**config.mk**
```make
export PLATFORM = sky130hd
export DESIGN_NAME = video_gen
export DESIGN_NICKNAME = d
export VERILOG_FILES = /design/src/video_pkg.sv /design/src/video_timing_if.sv /design/src/video_regs.sv /design/src/video_timing.sv /design/src/playfield_fetch.sv /design/src/pixel_scanout.sv /design/src/video_gen.sv
export SDC_FILE = /design/constraint.sdc
export NUM_CORES = 1
export LEC_CHECK = 0
export BUFFER_PORTS_ARGS = -buffer_cell sky130_fd_sc_hd__buf_2
export CAP_MARGIN = 20
export CORE_AREA = 10 10 223 225
export DETAILED_ROUTE_END_ITERATION = 8
export DIE_AREA = 0 0 233 235
export GPL_ROUTABILITY_DRIVEN = 1
export HOLD_SLACK_MARGIN = 0.03
export PLACE_DENSITY = 0.43
export SLEW_MARGIN = 20
export SYNTH_ARGS = -nofsm -noshare
export SYNTH_HDL_FRONTEND = slang
export SYNTH_SLANG_ARGS = --single-unit
```
**constraint.sdc**
```tcl
create_clock -name clk -period 5.5 [get_ports clk]
set_clock_uncertainty 0.1 [all_clocks]
set_input_delay 0.275 -clock clk [delete_from_list [all_inputs] [get_ports clk]]
set_output_delay 0.275 -clock clk [all_outputs]
set_load 0.01 [all_outputs]
```
**src/video_pkg.sv**
```systemverilog
// package with register numbers, display word union, pixel and address types
package video_pkg;

    typedef logic [15:0] addr_t;        // video RAM word address
    typedef logic [11:0] tile_addr_t;   // tile memory word address
    typedef logic [7:0]  color_t;       // palette index
    typedef logic [10:0] count_t;       // raster counter
    typedef logic [4:0]  reg_num_t;

    // index 7 holds pixel 0, the first one shifted out
    typedef color_t [7:0] pixel_group_t;

    localparam reg_num_t REG_VID_CTRL  = 5'h00;    // wr pulses intr, rd gives intr status
    localparam reg_num_t REG_SCANLINE  = 5'h01;    // read only raster status
    localparam reg_num_t REG_GFX_CTRL  = 5'h02;    // colorbase, blank, bitmap
    localparam reg_num_t REG_TILE_CTRL = 5'h03;    // tile bank
    localparam reg_num_t REG_DISP_ADDR = 5'h04;
    localparam reg_num_t REG_LINE_LEN  = 5'h05;

    // one display word, seen as a text cell or as four bitmap pixels
    typedef union packed {
        struct packed {
            logic [3:0] bg;         // background colour
            logic [3:0] fg;         // foreground colour
            logic [7:0] glyph;      // glyph index into tile memory
        } tile;
        logic [3:0][3:0] pix;       // pix[3] is the leftmost pixel
    } display_word_u;

    typedef struct packed {
        color_t     colorbase;      // upper colour bits for all pixels
        logic       blank;          // playfield off, no memory fetch
        logic       bitmap;         // 4 bpp bitmap, else 1 bpp text
        logic [1:0] tile_bank;
        addr_t      disp_addr;      // first line start of the frame
        addr_t      line_len;       // words added per line (text row)
    } gfx_cfg_t;

endpackage

```
**src/video_timing_if.sv**
```systemverilog
// interface carrying raster position and timing events
interface video_timing_if;
    import video_pkg::*;

    count_t h_count;
    count_t v_count;
    logic   h_visible;
    logic   v_visible;
    logic   line_end;       // last pixel of any line
    logic   frame_end;      // last pixel of the frame
    logic   vblank_start;   // last visible pixel of last visible line
    logic   fetch_start;    // 16 pixels before first visible pixel
    logic   scan_start;     // 2 pixels before first visible pixel

    modport gen (
        output h_count, v_count, h_visible, v_visible,
        output line_end, frame_end, vblank_start, fetch_start, scan_start
    );

    modport sink (
        input h_count, v_count, h_visible, v_visible,
        input line_end, frame_end, vblank_start, fetch_start, scan_start
    );

endinterface

```
**src/video_regs.sv**
```systemverilog
// configuration register file with readback and interrupt pulses
module video_regs #(
    parameter int H_VISIBLE = 640
) (
    input  logic                clk,
    input  logic                reset_i,
    input  logic                reg_wr_i,
    input  video_pkg::reg_num_t reg_num_i,
    input  logic [15:0]         reg_data_i,
    input  logic [3:0]          intr_status_i,
    video_timing_if.sink        timing,
    output logic [15:0]         reg_data_o,
    output logic [3:0]          intr_o,
    output video_pkg::gfx_cfg_t cfg_o
);
    import video_pkg::*;

    always_ff @(posedge clk) begin
        if (reset_i) begin
            intr_o            <= 4'b0;
            cfg_o.colorbase   <= 8'h00;
            cfg_o.blank       <= 1'b0;
            cfg_o.bitmap      <= 1'b0;
            cfg_o.tile_bank   <= 2'b00;
            cfg_o.disp_addr   <= 16'h0000;
            cfg_o.line_len    <= addr_t'(H_VISIBLE / 8);   // one text row of cells
        end else begin
            intr_o <= 4'b0;                                 // pulses last one cycle
            if (reg_wr_i) begin
                case (reg_num_i)
                    REG_VID_CTRL: begin
                        intr_o <= reg_data_i[3:0];
                    end
                    REG_GFX_CTRL: begin
                        cfg_o.colorbase <= reg_data_i[15:8];
                        cfg_o.blank     <= reg_data_i[7];
                        cfg_o.bitmap    <= reg_data_i[6];
                    end
                    REG_TILE_CTRL: begin
                        cfg_o.tile_bank <= reg_data_i[11:10];
                    end
                    REG_DISP_ADDR: begin
                        cfg_o.disp_addr <= reg_data_i;
                    end
                    REG_LINE_LEN: begin
                        cfg_o.line_len  <= reg_data_i;
                    end
                    default: begin
                    end
                endcase
            end
            if (timing.vblank_start) begin
                intr_o[3] <= 1'b1;                          // once per frame
            end
        end
    end

    // readback is registered, valid one cycle after reg_num_i
    always_ff @(posedge clk) begin
        case (reg_num_i)
            REG_VID_CTRL:  reg_data_o <= {12'h000, intr_status_i};
            REG_SCANLINE:  reg_data_o <= {~timing.v_visible, ~timing.h_visible, 3'b000,
                                          timing.v_count};
            REG_GFX_CTRL:  reg_data_o <= {cfg_o.colorbase, cfg_o.blank, cfg_o.bitmap, 6'b0};
            REG_TILE_CTRL: reg_data_o <= {4'b0, cfg_o.tile_bank, 10'b0};
            REG_DISP_ADDR: reg_data_o <= cfg_o.disp_addr;
            REG_LINE_LEN:  reg_data_o <= cfg_o.line_len;
            default:       reg_data_o <= 16'h0000;
        endcase
    end

endmodule

```
**src/video_timing.sv**
```systemverilog
// raster state machines, sync outputs, display enable and fetch window events
module video_timing #(
    parameter int H_VISIBLE  = 640,
    parameter int H_FRONT    = 16,
    parameter int H_SYNC     = 96,
    parameter int H_BACK     = 48,
    parameter int V_VISIBLE  = 480,
    parameter int V_FRONT    = 10,
    parameter int V_SYNC     = 2,
    parameter int V_BACK     = 33,
    parameter bit H_SYNC_POL = 1'b0,
    parameter bit V_SYNC_POL = 1'b0
) (
    input  logic        clk,
    input  logic        reset_i,
    video_timing_if.gen timing,
    output logic        hsync_o,
    output logic        vsync_o,
    output logic        dv_de_o
);
    import video_pkg::*;

    localparam int H_OFF   = H_FRONT + H_SYNC + H_BACK;    // offscreen pixels on the left
    localparam int H_TOTAL = H_OFF + H_VISIBLE;
    localparam int V_TOTAL = V_VISIBLE + V_FRONT + V_SYNC + V_BACK;

    typedef enum logic [1:0] {
        ST_PRE_SYNC  = 2'b00,
        ST_SYNC      = 2'b01,
        ST_POST_SYNC = 2'b10,
        ST_VISIBLE   = 2'b11
    } raster_state_t;

    raster_state_t h_state;
    raster_state_t v_state;
    count_t        h_last;      // h_count where the current h state ends
    count_t        v_last;      // v_count where the current v state ends
    logic          line_end;

    // horizontal: offscreen first, visible last
    always_comb begin
        case (h_state)
            ST_PRE_SYNC:  h_last = count_t'(H_FRONT - 1);
            ST_SYNC:      h_last = count_t'(H_FRONT + H_SYNC - 1);
            ST_POST_SYNC: h_last = count_t'(H_OFF - 1);
            default:      h_last = count_t'(H_TOTAL - 1);
        endcase
    end

    // vertical: visible lines first, blanking at the bottom
    always_comb begin
        case (v_state)
            ST_VISIBLE:   v_last = count_t'(V_VISIBLE - 1);
            ST_PRE_SYNC:  v_last = count_t'(V_VISIBLE + V_FRONT - 1);
            ST_SYNC:      v_last = count_t'(V_VISIBLE + V_FRONT + V_SYNC - 1);
            default:      v_last = count_t'(V_TOTAL - 1);
        endcase
    end

    assign line_end           = (timing.h_count == count_t'(H_TOTAL - 1));
    assign timing.line_end    = line_end;
    assign timing.frame_end   = line_end && (timing.v_count == count_t'(V_TOTAL - 1));
    assign timing.h_visible   = (h_state == ST_VISIBLE);
    assign timing.v_visible   = (v_state == ST_VISIBLE);
    assign timing.vblank_start = line_end && (timing.v_count == count_t'(V_VISIBLE - 1));
    assign timing.fetch_start = timing.v_visible && (timing.h_count == count_t'(H_OFF - 16));
    assign timing.scan_start  = timing.v_visible && (timing.h_count == count_t'(H_OFF - 2));

    always_ff @(posedge clk) begin
        if (reset_i) begin
            h_state        <= ST_PRE_SYNC;
            v_state        <= ST_VISIBLE;
            timing.h_count <= '0;
            timing.v_count <= '0;
            hsync_o        <= ~H_SYNC_POL;
            vsync_o        <= ~V_SYNC_POL;
            dv_de_o        <= 1'b0;
        end else begin
            timing.h_count <= line_end ? '0 : timing.h_count + 1'b1;
            if (timing.h_count == h_last) begin
                h_state <= raster_state_t'(h_state + 2'd1);
            end
            if (line_end) begin
                timing.v_count <= timing.frame_end ? '0 : timing.v_count + 1'b1;
                if (timing.v_count == v_last) begin
                    v_state <= raster_state_t'(v_state + 2'd1);
                end
            end
            hsync_o <= (h_state == ST_SYNC) ? H_SYNC_POL : ~H_SYNC_POL;
            vsync_o <= (v_state == ST_SYNC) ? V_SYNC_POL : ~V_SYNC_POL;
            dv_de_o <= timing.h_visible && timing.v_visible;
        end
    end

endmodule

```
**src/playfield_fetch.sv**
```systemverilog
// display memory fetch sequencer, line addressing, tile lookup and pixel expansion
module playfield_fetch #(
    parameter int H_VISIBLE = 640
) (
    input  logic                    clk,
    input  logic                    reset_i,
    video_timing_if.sink            timing,
    input  video_pkg::gfx_cfg_t     cfg_i,
    input  logic [15:0]             vram_data_i,
    input  logic [15:0]             tilemem_data_i,
    input  logic                    credit_return_i,
    output logic                    vram_sel_o,
    output video_pkg::addr_t        vram_addr_o,
    output logic                    tilemem_sel_o,
    output video_pkg::tile_addr_t   tilemem_addr_o,
    output logic                    group_valid_o,
    output video_pkg::pixel_group_t group_o
);
    import video_pkg::*;

    localparam count_t GROUPS = count_t'(H_VISIBLE / 8);   // 8 pixel groups per line

    logic          fetch_active;
    logic [2:0]    cycle;           // step of the 8 cycle fetch loop
    logic          credit;          // one credit towards the scanout
    count_t        groups_left;
    addr_t         line_start;
    addr_t         disp_addr;       // next display word to read
    logic [2:0]    tile_y;          // row inside the 8x8 glyph
    display_word_u cur_word;        // display word straight from vram
    display_word_u word0;           // first display word (text cell or 4 pixels)
    display_word_u word1;           // tile word or second display word
    logic [7:0]    tile_byte;
    pixel_group_t  next_group;
    logic          run;
    logic          issue_disp;
    logic          issue_tile;
    logic          deliver;

    assign cur_word   = vram_data_i;
    assign run        = fetch_active && !cfg_i.blank;
    assign issue_disp = run && ((cycle == 3'd0) || (cycle == 3'd2 && cfg_i.bitmap));
    assign issue_tile = run && (cycle == 3'd2) && !cfg_i.bitmap;
    assign deliver    = run && (cycle == 3'd5) && credit;
    assign tile_byte  = tile_y[0] ? word1[7:0] : word1[15:8];  // even rows in high byte

    always_comb begin
        for (int i = 0; i < 8; i++) begin
            if (cfg_i.bitmap) begin
                next_group[7-i] = {cfg_i.colorbase[7:4],
                                   (i < 4) ? word0.pix[3-i] : word1.pix[7-i]};
            end else begin
                next_group[7-i] = {cfg_i.colorbase[7:4],
                                   tile_byte[7-i] ? word0.tile.fg : word0.tile.bg};
            end
        end
    end

    always_ff @(posedge clk) begin
        if (reset_i) begin
            fetch_active  <= 1'b0;
            cycle         <= 3'd0;
            credit        <= 1'b1;
            groups_left   <= '0;
            line_start    <= '0;
            disp_addr     <= '0;
            tile_y        <= 3'd0;
            vram_sel_o    <= 1'b0;
            tilemem_sel_o <= 1'b0;
            group_valid_o <= 1'b0;
        end else begin
            vram_sel_o    <= issue_disp;
            tilemem_sel_o <= issue_tile;
            if (issue_disp) begin
                disp_addr <= disp_addr + 1'b1;
            end
            if (run && (cycle != 3'd5 || credit)) begin
                cycle <= cycle + 1'b1;              // waits at step 5 without credit
            end
            if (credit_return_i) begin
                credit        <= 1'b1;
                group_valid_o <= 1'b0;
            end
            if (deliver) begin
                credit        <= 1'b0;
                group_valid_o <= 1'b1;
                groups_left   <= groups_left - 1'b1;
                if (groups_left == count_t'(1)) begin
                    fetch_active <= 1'b0;           // line complete
                end
            end
            if (timing.fetch_start) begin
                fetch_active  <= !cfg_i.blank;
                cycle         <= 3'd0;
                credit        <= 1'b1;
                group_valid_o <= 1'b0;
                groups_left   <= GROUPS;
                disp_addr     <= line_start;
            end
            if (timing.frame_end) begin
                line_start <= cfg_i.disp_addr;
                tile_y     <= 3'd0;
            end else if (timing.line_end && timing.v_visible) begin
                tile_y <= tile_y + 1'b1;
                if (cfg_i.bitmap || tile_y == 3'd7) begin
                    line_start <= line_start + cfg_i.line_len;
                end
            end
        end
    end

    always_ff @(posedge clk) begin
        if (issue_disp) begin
            vram_addr_o <= disp_addr;
        end
        if (run && cycle == 3'd2) begin
            word0          <= vram_data_i;
            tilemem_addr_o <= {cfg_i.tile_bank, cur_word.tile.glyph, tile_y[2:1]};
        end
        if (run && cycle == 3'd4) begin
            word1 <= cfg_i.bitmap ? vram_data_i : tilemem_data_i;
        end
        if (deliver) begin
            group_o <= next_group;
        end
    end

endmodule

```
**src/pixel_scanout.sv**
```systemverilog
// eight pixel shifter with credit return and colour index output
module pixel_scanout (
    input  logic                    clk,
    input  logic                    reset_i,
    input  logic                    scan_start_i,
    input  logic                    line_end_i,
    input  video_pkg::color_t       colorbase_i,
    input  logic                    group_valid_i,
    input  video_pkg::pixel_group_t group_i,
    output logic                    credit_return_o,
    output video_pkg::color_t       color_index_o
);
    import video_pkg::*;

    logic         start_q;      // load one cycle after scan_start
    logic         active;       // shifting out a line
    logic [2:0]   phase;        // pixel within the current group
    logic         load;
    pixel_group_t shift_q;

    assign load = start_q || (active && phase == 3'd7 && !line_end_i);

    always_ff @(posedge clk) begin
        if (reset_i) begin
            start_q         <= 1'b0;
            active          <= 1'b0;
            phase           <= 3'd0;
            credit_return_o <= 1'b0;
        end else begin
            start_q         <= scan_start_i;
            credit_return_o <= load && group_valid_i;
            if (load) begin
                active <= 1'b1;
                phase  <= 3'd0;
            end else if (active) begin
                phase  <= phase + 1'b1;
            end
            if (line_end_i) begin
                active <= 1'b0;
            end
        end
    end

    // an empty slot shows colorbase
    always_ff @(posedge clk) begin
        if (load) begin
            shift_q <= group_valid_i ? group_i : {8{colorbase_i}};
        end else begin
            shift_q <= {shift_q[6:0], colorbase_i};
        end
        color_index_o <= active ? shift_q[7] : colorbase_i;
    end

endmodule

```
**src/video_gen.sv**
```systemverilog
// top level of the playfield video generator
module video_gen #(
    parameter int H_VISIBLE  = 640,
    parameter int H_FRONT    = 16,
    parameter int H_SYNC     = 96,
    parameter int H_BACK     = 48,
    parameter int V_VISIBLE  = 480,
    parameter int V_FRONT    = 10,
    parameter int V_SYNC     = 2,
    parameter int V_BACK     = 33,
    parameter bit H_SYNC_POL = 1'b0,
    parameter bit V_SYNC_POL = 1'b0
) (
    input  logic                  clk,
    input  logic                  reset_i,
    input  logic                  reg_wr_i,
    input  video_pkg::reg_num_t   reg_num_i,
    input  logic [15:0]           reg_data_i,
    output logic [15:0]           reg_data_o,
    input  logic [3:0]            intr_status_i,
    output logic [3:0]            intr_o,
    output logic                  vram_sel_o,
    output video_pkg::addr_t      vram_addr_o,
    input  logic [15:0]           vram_data_i,
    output logic                  tilemem_sel_o,
    output video_pkg::tile_addr_t tilemem_addr_o,
    input  logic [15:0]           tilemem_data_i,
    output video_pkg::color_t     color_index_o,
    output logic                  hsync_o,
    output logic                  vsync_o,
    output logic                  dv_de_o
);
    import video_pkg::*;

    gfx_cfg_t     cfg;
    logic         group_valid;
    pixel_group_t group;
    logic         credit_return;

    video_timing_if timing ();

    video_timing #(
        .H_VISIBLE(H_VISIBLE), .H_FRONT(H_FRONT), .H_SYNC(H_SYNC), .H_BACK(H_BACK),
        .V_VISIBLE(V_VISIBLE), .V_FRONT(V_FRONT), .V_SYNC(V_SYNC), .V_BACK(V_BACK),
        .H_SYNC_POL(H_SYNC_POL), .V_SYNC_POL(V_SYNC_POL)
    ) u_timing (
        .clk(clk), .reset_i(reset_i), .timing(timing.gen),
        .hsync_o(hsync_o), .vsync_o(vsync_o), .dv_de_o(dv_de_o)
    );

    video_regs #(.H_VISIBLE(H_VISIBLE)) u_regs (
        .clk(clk), .reset_i(reset_i), .reg_wr_i(reg_wr_i), .reg_num_i(reg_num_i),
        .reg_data_i(reg_data_i), .intr_status_i(intr_status_i), .timing(timing.sink),
        .reg_data_o(reg_data_o), .intr_o(intr_o), .cfg_o(cfg)
    );

    playfield_fetch #(.H_VISIBLE(H_VISIBLE)) u_fetch (
        .clk(clk), .reset_i(reset_i), .timing(timing.sink), .cfg_i(cfg),
        .vram_data_i(vram_data_i), .tilemem_data_i(tilemem_data_i),
        .credit_return_i(credit_return),
        .vram_sel_o(vram_sel_o), .vram_addr_o(vram_addr_o),
        .tilemem_sel_o(tilemem_sel_o), .tilemem_addr_o(tilemem_addr_o),
        .group_valid_o(group_valid), .group_o(group)
    );

    pixel_scanout u_scanout (
        .clk(clk), .reset_i(reset_i), .scan_start_i(timing.scan_start),
        .line_end_i(timing.line_end), .colorbase_i(cfg.colorbase),
        .group_valid_i(group_valid), .group_i(group),
        .credit_return_o(credit_return), .color_index_o(color_index_o)
    );

endmodule

```
After elaboration in Yosys (flattened, before gate mapping)
Index checks and enable logic that the tools add are counted.
Widths: inputs -> output; s select.
Storage, ports and cells
  input port bits: 60
  word-level logic and storage cells: 181
  register bits: 349
Cells by class
  bitwise operators: 4
  equality and inequality tests: 24
  reduce and logical (&&, ||, !) cells: 47
  muxes and demuxes: 44
  add/subtract/negate cells: 10
Operator list (number)
  $mux 64: 2
  $mux 16: 6
  $pmux 16 s6: 1
  $mux 4: 18
  $pmux 10 s3: 2
  $add 11x1->11 const B: 2
  $eq 11x10->1: 2
  $eq 11x10->1 const B: 2
  $eq 11x8->1 const B: 2
  $logic_and 1x1->1: 18
  $add 16x1->16 const B: 1
  $add 16x16->16: 1
  $mux 8: 2
  $mux 7: 2
  $reduce_and 2->1: 7
  $eq 3x3->1 const B: 4
  $reduce_bool 2->1: 6
  $eq 11x1->1 const B: 1
  $eq 11x9->1 const B: 1
  $mux 11: 1
  $sub 11x1->11 const B: 1
  $eq 5x2->1 const B: 2
  $eq 5x3->1 const B: 2
  $mux 1: 10
  other kinds (15): 33

Longest topological paths before layout
  word-level depth: 6
  gate-level depth with buffers: 10
  depth with buffers taken out: 9

By module
From an unflattened synthesis, not the netlist that was laid out.
Second synthesis, totals
  cells, all modules: 1437
  area, all modules: 14517.7 um^2
By module, submodules not included
  playfield_fetch: cells an instance 650, times used 1, area each 7108.1 um^2
  pixel_scanout: cells an instance 322, times used 1, area each 2912.8 um^2
  video_regs: cells an instance 269, times used 1, area each 2869.0 um^2
  video_timing: cells an instance 196, times used 1, area each 1627.8 um^2

Worst setup path after synthesis
Ideal clock, no wire load.
  kind: register -> register
  start point: register u_fetch.cycle[0]
  end point: register u_fetch.disp_addr[15]
  period minus slack after synthesis: 2.915 ns
  setup slack: 2.585 ns
  arrival: 2.735 ns
  buffers on the path: 0
  required time: 5.320 ns
  stages on the path, launching flop included: 9
  cell sequence: dfxtp_1 -> inv_1 -> ha_1 -> a21oi_1 -> nor3_2 -> nand4_1 -> or4_1 -> xor2_1 -> a211oi_2
Between the ends
  word-level cells in the longest chain between the ends: 5
  elaborated cells on any way between the ends: 6
  classes of those cells: eq/ne (1); reduce/logical (5)
Ends and longest elaborated chain
  start, declared: RTL line playfield_fetch.sv:24  | logic [2:0] cycle;
  start signal, assigned: RTL line playfield_fetch.sv:78  | cycle <= cycle + 1'b1;
  $eq 3x2->1: RTL line playfield_fetch.sv:42  | assign issue_disp = run && ((cycle == 3'd0) || (cycle == 3'd2 && cfg_i.bitmap));
  $logic_and 1x1->1: RTL line playfield_fetch.sv:42
  $logic_or 1x1->1 *: RTL line playfield_fetch.sv:42
  $logic_and 1x1->1 *: RTL line playfield_fetch.sv:42
  via u_fetch.issue_disp: RTL line playfield_fetch.sv:36  | logic issue_disp;
  $reduce_bool 2->1 (no source line) *
  end signal, assigned: RTL line playfield_fetch.sv:75  | disp_addr <= disp_addr + 1'b1;
  end signal, assigned: RTL line playfield_fetch.sv:98  | disp_addr <= line_start;
  end, declared: RTL line playfield_fetch.sv:28  | addr_t disp_addr;
The timed path passes the listed nets; every way through them passes the cells marked *.
A chain may end at the register's enable or synchronous reset.

Worst setup path in the final report
  start point: register u_timing.timing.h_count[4]
  end point: register u_scanout.shift_q[2] (netlist name)
Between the ends
  word-level cells in the longest chain between the ends: 5
Ends and longest elaborated chain
  start, declared: RTL line video_timing_if.sv:16  | output h_count, v_count, h_visible, v_visible,
  start signal, assigned: RTL line video_timing.sv:79  | timing.h_count <= line_end ? '0 : timing.h_count + 1'b1;
  $eq 11x10->1: RTL line video_timing.sv:60  | assign line_end = (timing.h_count == count_t'(H_TOTAL - 1));
  $logic_not 1->1: RTL line pixel_scanout.sv:21  | assign load = start_q || (active && phase == 3'd7 && !line_end_i);
  $logic_and 1x1->1: RTL line pixel_scanout.sv:21
  $logic_or 1x1->1: RTL line pixel_scanout.sv:21
  $mux 64: RTL line pixel_scanout.sv:46  | if (load) begin
  end signal, assigned: RTL line pixel_scanout.sv:47  | shift_q <= group_valid_i ? group_i : {8{colorbase_i}};
  end signal, assigned: RTL line pixel_scanout.sv:49  | shift_q <= {shift_q[6:0], colorbase_i};
  end, declared: RTL line pixel_scanout.sv:19  | pixel_group_t shift_q;
No other way between the ends.

==> metrics <==
Die ar. 54800 sq um; Post-Synth XOR/XNOR Area 3.67%; worst path arrival time 3.53 ns; reg2reg end u_scanout.shift_q[2]; CP startpoint kind flip-flop; number of I/O pins 121; fin crit share 58.2%; hold endpoint u_regs.reg_data_o[1]; clock latency reported for the late side of the worst-skew pair 0.56 ns; TritonCTS buffer count 38; share of post-route cells with drive strength above 1 17.3%; number of buffers added on ports 120; row cnt 78; Max stage delay on crit path 0.78 ns; gr usage total 12.9%; Rel. slew slack 40.3%; Final setup viols 0; worst r2r path cells 5; CTS Root Cell clkbuf_16; die height 235 um; worst hold start reg_num_i[0]; first-pass GRT wire length 56500 um; Hold Path Stages 2; Post-Synth Adder-Cell Area 3.90%; vias per inst 4.71; syn avg cell area 10.1 sq um; total core area 45100 sq um; top cells by area, synth dfxtp_1, edfxtp_1, nand2_1; Synth async-reset ratio 0%; reg-to-reg startpoint u_timing.timing.h_count[4]; Synthesized Nets 1422; WS Path Type reg -> reg; Max IR drop VDD 229 uV; final wirelength 35600 um; Crit path max-delay family simple AND/OR/NAND/NOR gates; largest family of logic cells by synthesized area simple AND/OR/NAND/NOR gates; nets 1565; initial antenna violation count 0; Setup Fix Bufs, Post-CTS 0; post-route cell area 16200 sq um; R2R setup slack 2.30 ns; setup TNS 0 ns; Vias 9856; vias in the first global route 9769; Final Hold Violating Endpoints 0; RSZ-0062 raised after global routing no; Fin Hold WS 0.141 ns; DRC 0; Antenna Cells 0; Die Wd 233 um; max-cap violations 0; global route total overflow 0; Syn Inst Count 1321; clock-pin slew on the worst setup and hold paths 0.06 ns; Initial Util 29.6%; Hold WC Path Type in -> reg; dominant synthesized flop cell dfxtp_1; post-synth cell types 69; area delta synth->final 21.2%; placed cells 1971; WL per Instance 17.0 um; CP max-delay cell or4_1; Tmin final 3.20 ns; Detail Placement HPWL 24900 um; Final Non-Filler Cells 2094; H-tree levels 2; First DRT Iteration DRCs 574; highest clock rate 312 MHz; drt pass-1 iters 5; Simple-Gate Fraction of Synth Area 14.5%; Worst Path Max Fanout 36; Routed Antenna Nets 0; EDFF count, synth 88; largest area contributor in the netlist dfxtp_1; register area share after synthesis 53.5%; RD Place Congestion 0.811; flops & latches, synth 313; CTS sink count 313; worst-path cell chain or4b_4 -> or4_1 -> a31o_2 -> nand2_4 -> mux2_2; clock tree buffer depth 3; yosys warns 0; CTS tree yes; status finished clean; Area after DPL 14500 sq um; PostCTS Resize Cnt 0; Worst setup EP type flip-flop; Post-Syn Area 13400 sq um; WP data required 5.83 ns; Yosys top cell area share 33.7%; Power Density 303 nW/um^2; CP bufs+invs 0; Tightest Pin Transition 0.894 ns; pin count of the biggest net entering global routing 70; overall power 4910 uW; Final Slew Violations 0; post-synthesis mux area share 6.52%; Compound-Gate Fraction of Synth Area 14.4%; leak pwr 0.00597 uW
==> how the worst max path moves through the flow <==
stage / from / endpoint / cells past startpoint
final: u_timing.timing.h_count[4] / u_scanout.shift_q[2] / 5
after global routing: u_timing.timing.h_count[4] / u_scanout.shift_q[7] / 5
after CTS: u_timing.timing.h_count[4] / u_scanout.shift_q[59] / 4
after detailed placement: u_timing.timing.h_count[4] / u_scanout.shift_q[35] / 4
after global placement: u_timing.timing.h_count[4] / u_scanout.shift_q[41] / 4
after floorplan: u_fetch.cycle[0] / u_fetch.disp_addr[15] / 8
==> cells in the final DEF (no fill, tap or decap), types with 6 or more instances in the layout <==
cell and count:
dfxtp_1 224, nand2_1 201, buf_2 119, a21oi_1 106, nor2_1 90, edfxtp_1 88, o21ai_0 76, dlygate4sd3_1 52
mux2i_1 42, mux2_2 40, ha_1 40, clkbuf_16 39, o21a_1 29, nand3_1 28, xor2_1 28, xnor2_1 28
a22oi_1 23, inv_1 22, o22ai_1 12, nor2b_1 11, or3_1 11, buf_4 11, nand2b_1 10, nand4_1 10
a211oi_2 10, nor3_1 10, and3_1 9, a22o_1 8, clkbuf_1 8, clkinv_2 8, a211oi_1 7, a221oi_1 6
and2_1 6
==> power breakdown <==
part	switching [uW]	internal [uW]
logic	68.3	61.5
registers	7.18	2370
clock network	996	1410
total	1070	3840
==> what timing repair did <==
item	in CTS	in global routing
hold buffers	52	0
endpoints found under the setup margin	0	0
hold endpoints to repair	84	0
==> routing by layer <==
layer	vias up	part of all wire [%]	track usage, %
met3	55	4.1	2.42
met2	172	45	19.7
met5	-	0	0
li1	4981	-	-
met4	0	2.4	4.18
met1	4648	49	17.8
==> layout make-up <==
class	instances	area [sq um]
fill	4576	28900
timing repair buffer	183	1230
tap	600	751
sequential	313	7150
clock buffer	51	1060
inverter	22	82.6
multi-input combinational	906	5790
clock inverter	19	139
==> worst register-to-register path: cells and delay by family (launching register included) <==
| family | cells | cell delay, ns |
|---|---|---|
| AOI/OAI and AO/OA | 1 | 0.60 |
| DFF | 1 | 0.45 |
| muxes | 1 | 0.35 |
| and+or+nand+nor | 3 | 1.58 |
==> metrics by stage <==
step,setup slack (ns),utilization [%]
2_1_floorplan,2.58,-
3_3_place_gp,2.22,32.1
3_5_place_dp,2.14,32.1
4_1_cts,2.13,35.9
5_1_grt,2.14,35.9
6_report,2.30,35.9
==> synthesized netlist by cell type (11+ instances only) <==
| master | instances |
|---|---|
| a21oi_1 | 106 |
| a22oi_1 | 23 |
| clkbuf_1 | 57 |
| dfxtp_1 | 225 |
| edfxtp_1 | 88 |
| ha_1 | 40 |
| inv_1 | 22 |
| mux2_2 | 40 |
| mux2i_1 | 42 |
| nand2_1 | 201 |
| nand3_1 | 28 |
| nor2_1 | 90 |
| nor2b_1 | 11 |
| o21a_1 | 29 |
| o21ai_0 | 76 |
| o22ai_1 | 12 |
| or3_1 | 11 |
| xnor2_1 | 28 |
| xor2_1 | 28 |
==> logic make-up after synthesis <==
| logic type | after synthesis |
|---|---|
| compound gates | 305 |
| simple gates | 422 |
| fa+ha+maj | 41 |
| buf+inv | 102 |
| flops | 313 |
| mux | 82 |
| xor+xnor | 56 |
==> sequential cells by signal (all words and copies together), names as in the netlist, 16 cells and up <==
register             flops
u_fetch.group_o         36
u_fetch.word1           16
u_scanout.shift_q       64
u_fetch.disp_addr       16
u_regs.cfg_o            44
u_fetch.vram_addr_o     16
u_regs.reg_data_o       16
u_fetch.word0           16
u_fetch.line_start      16
Note: power is estimated with default switching activity, not from simulation.
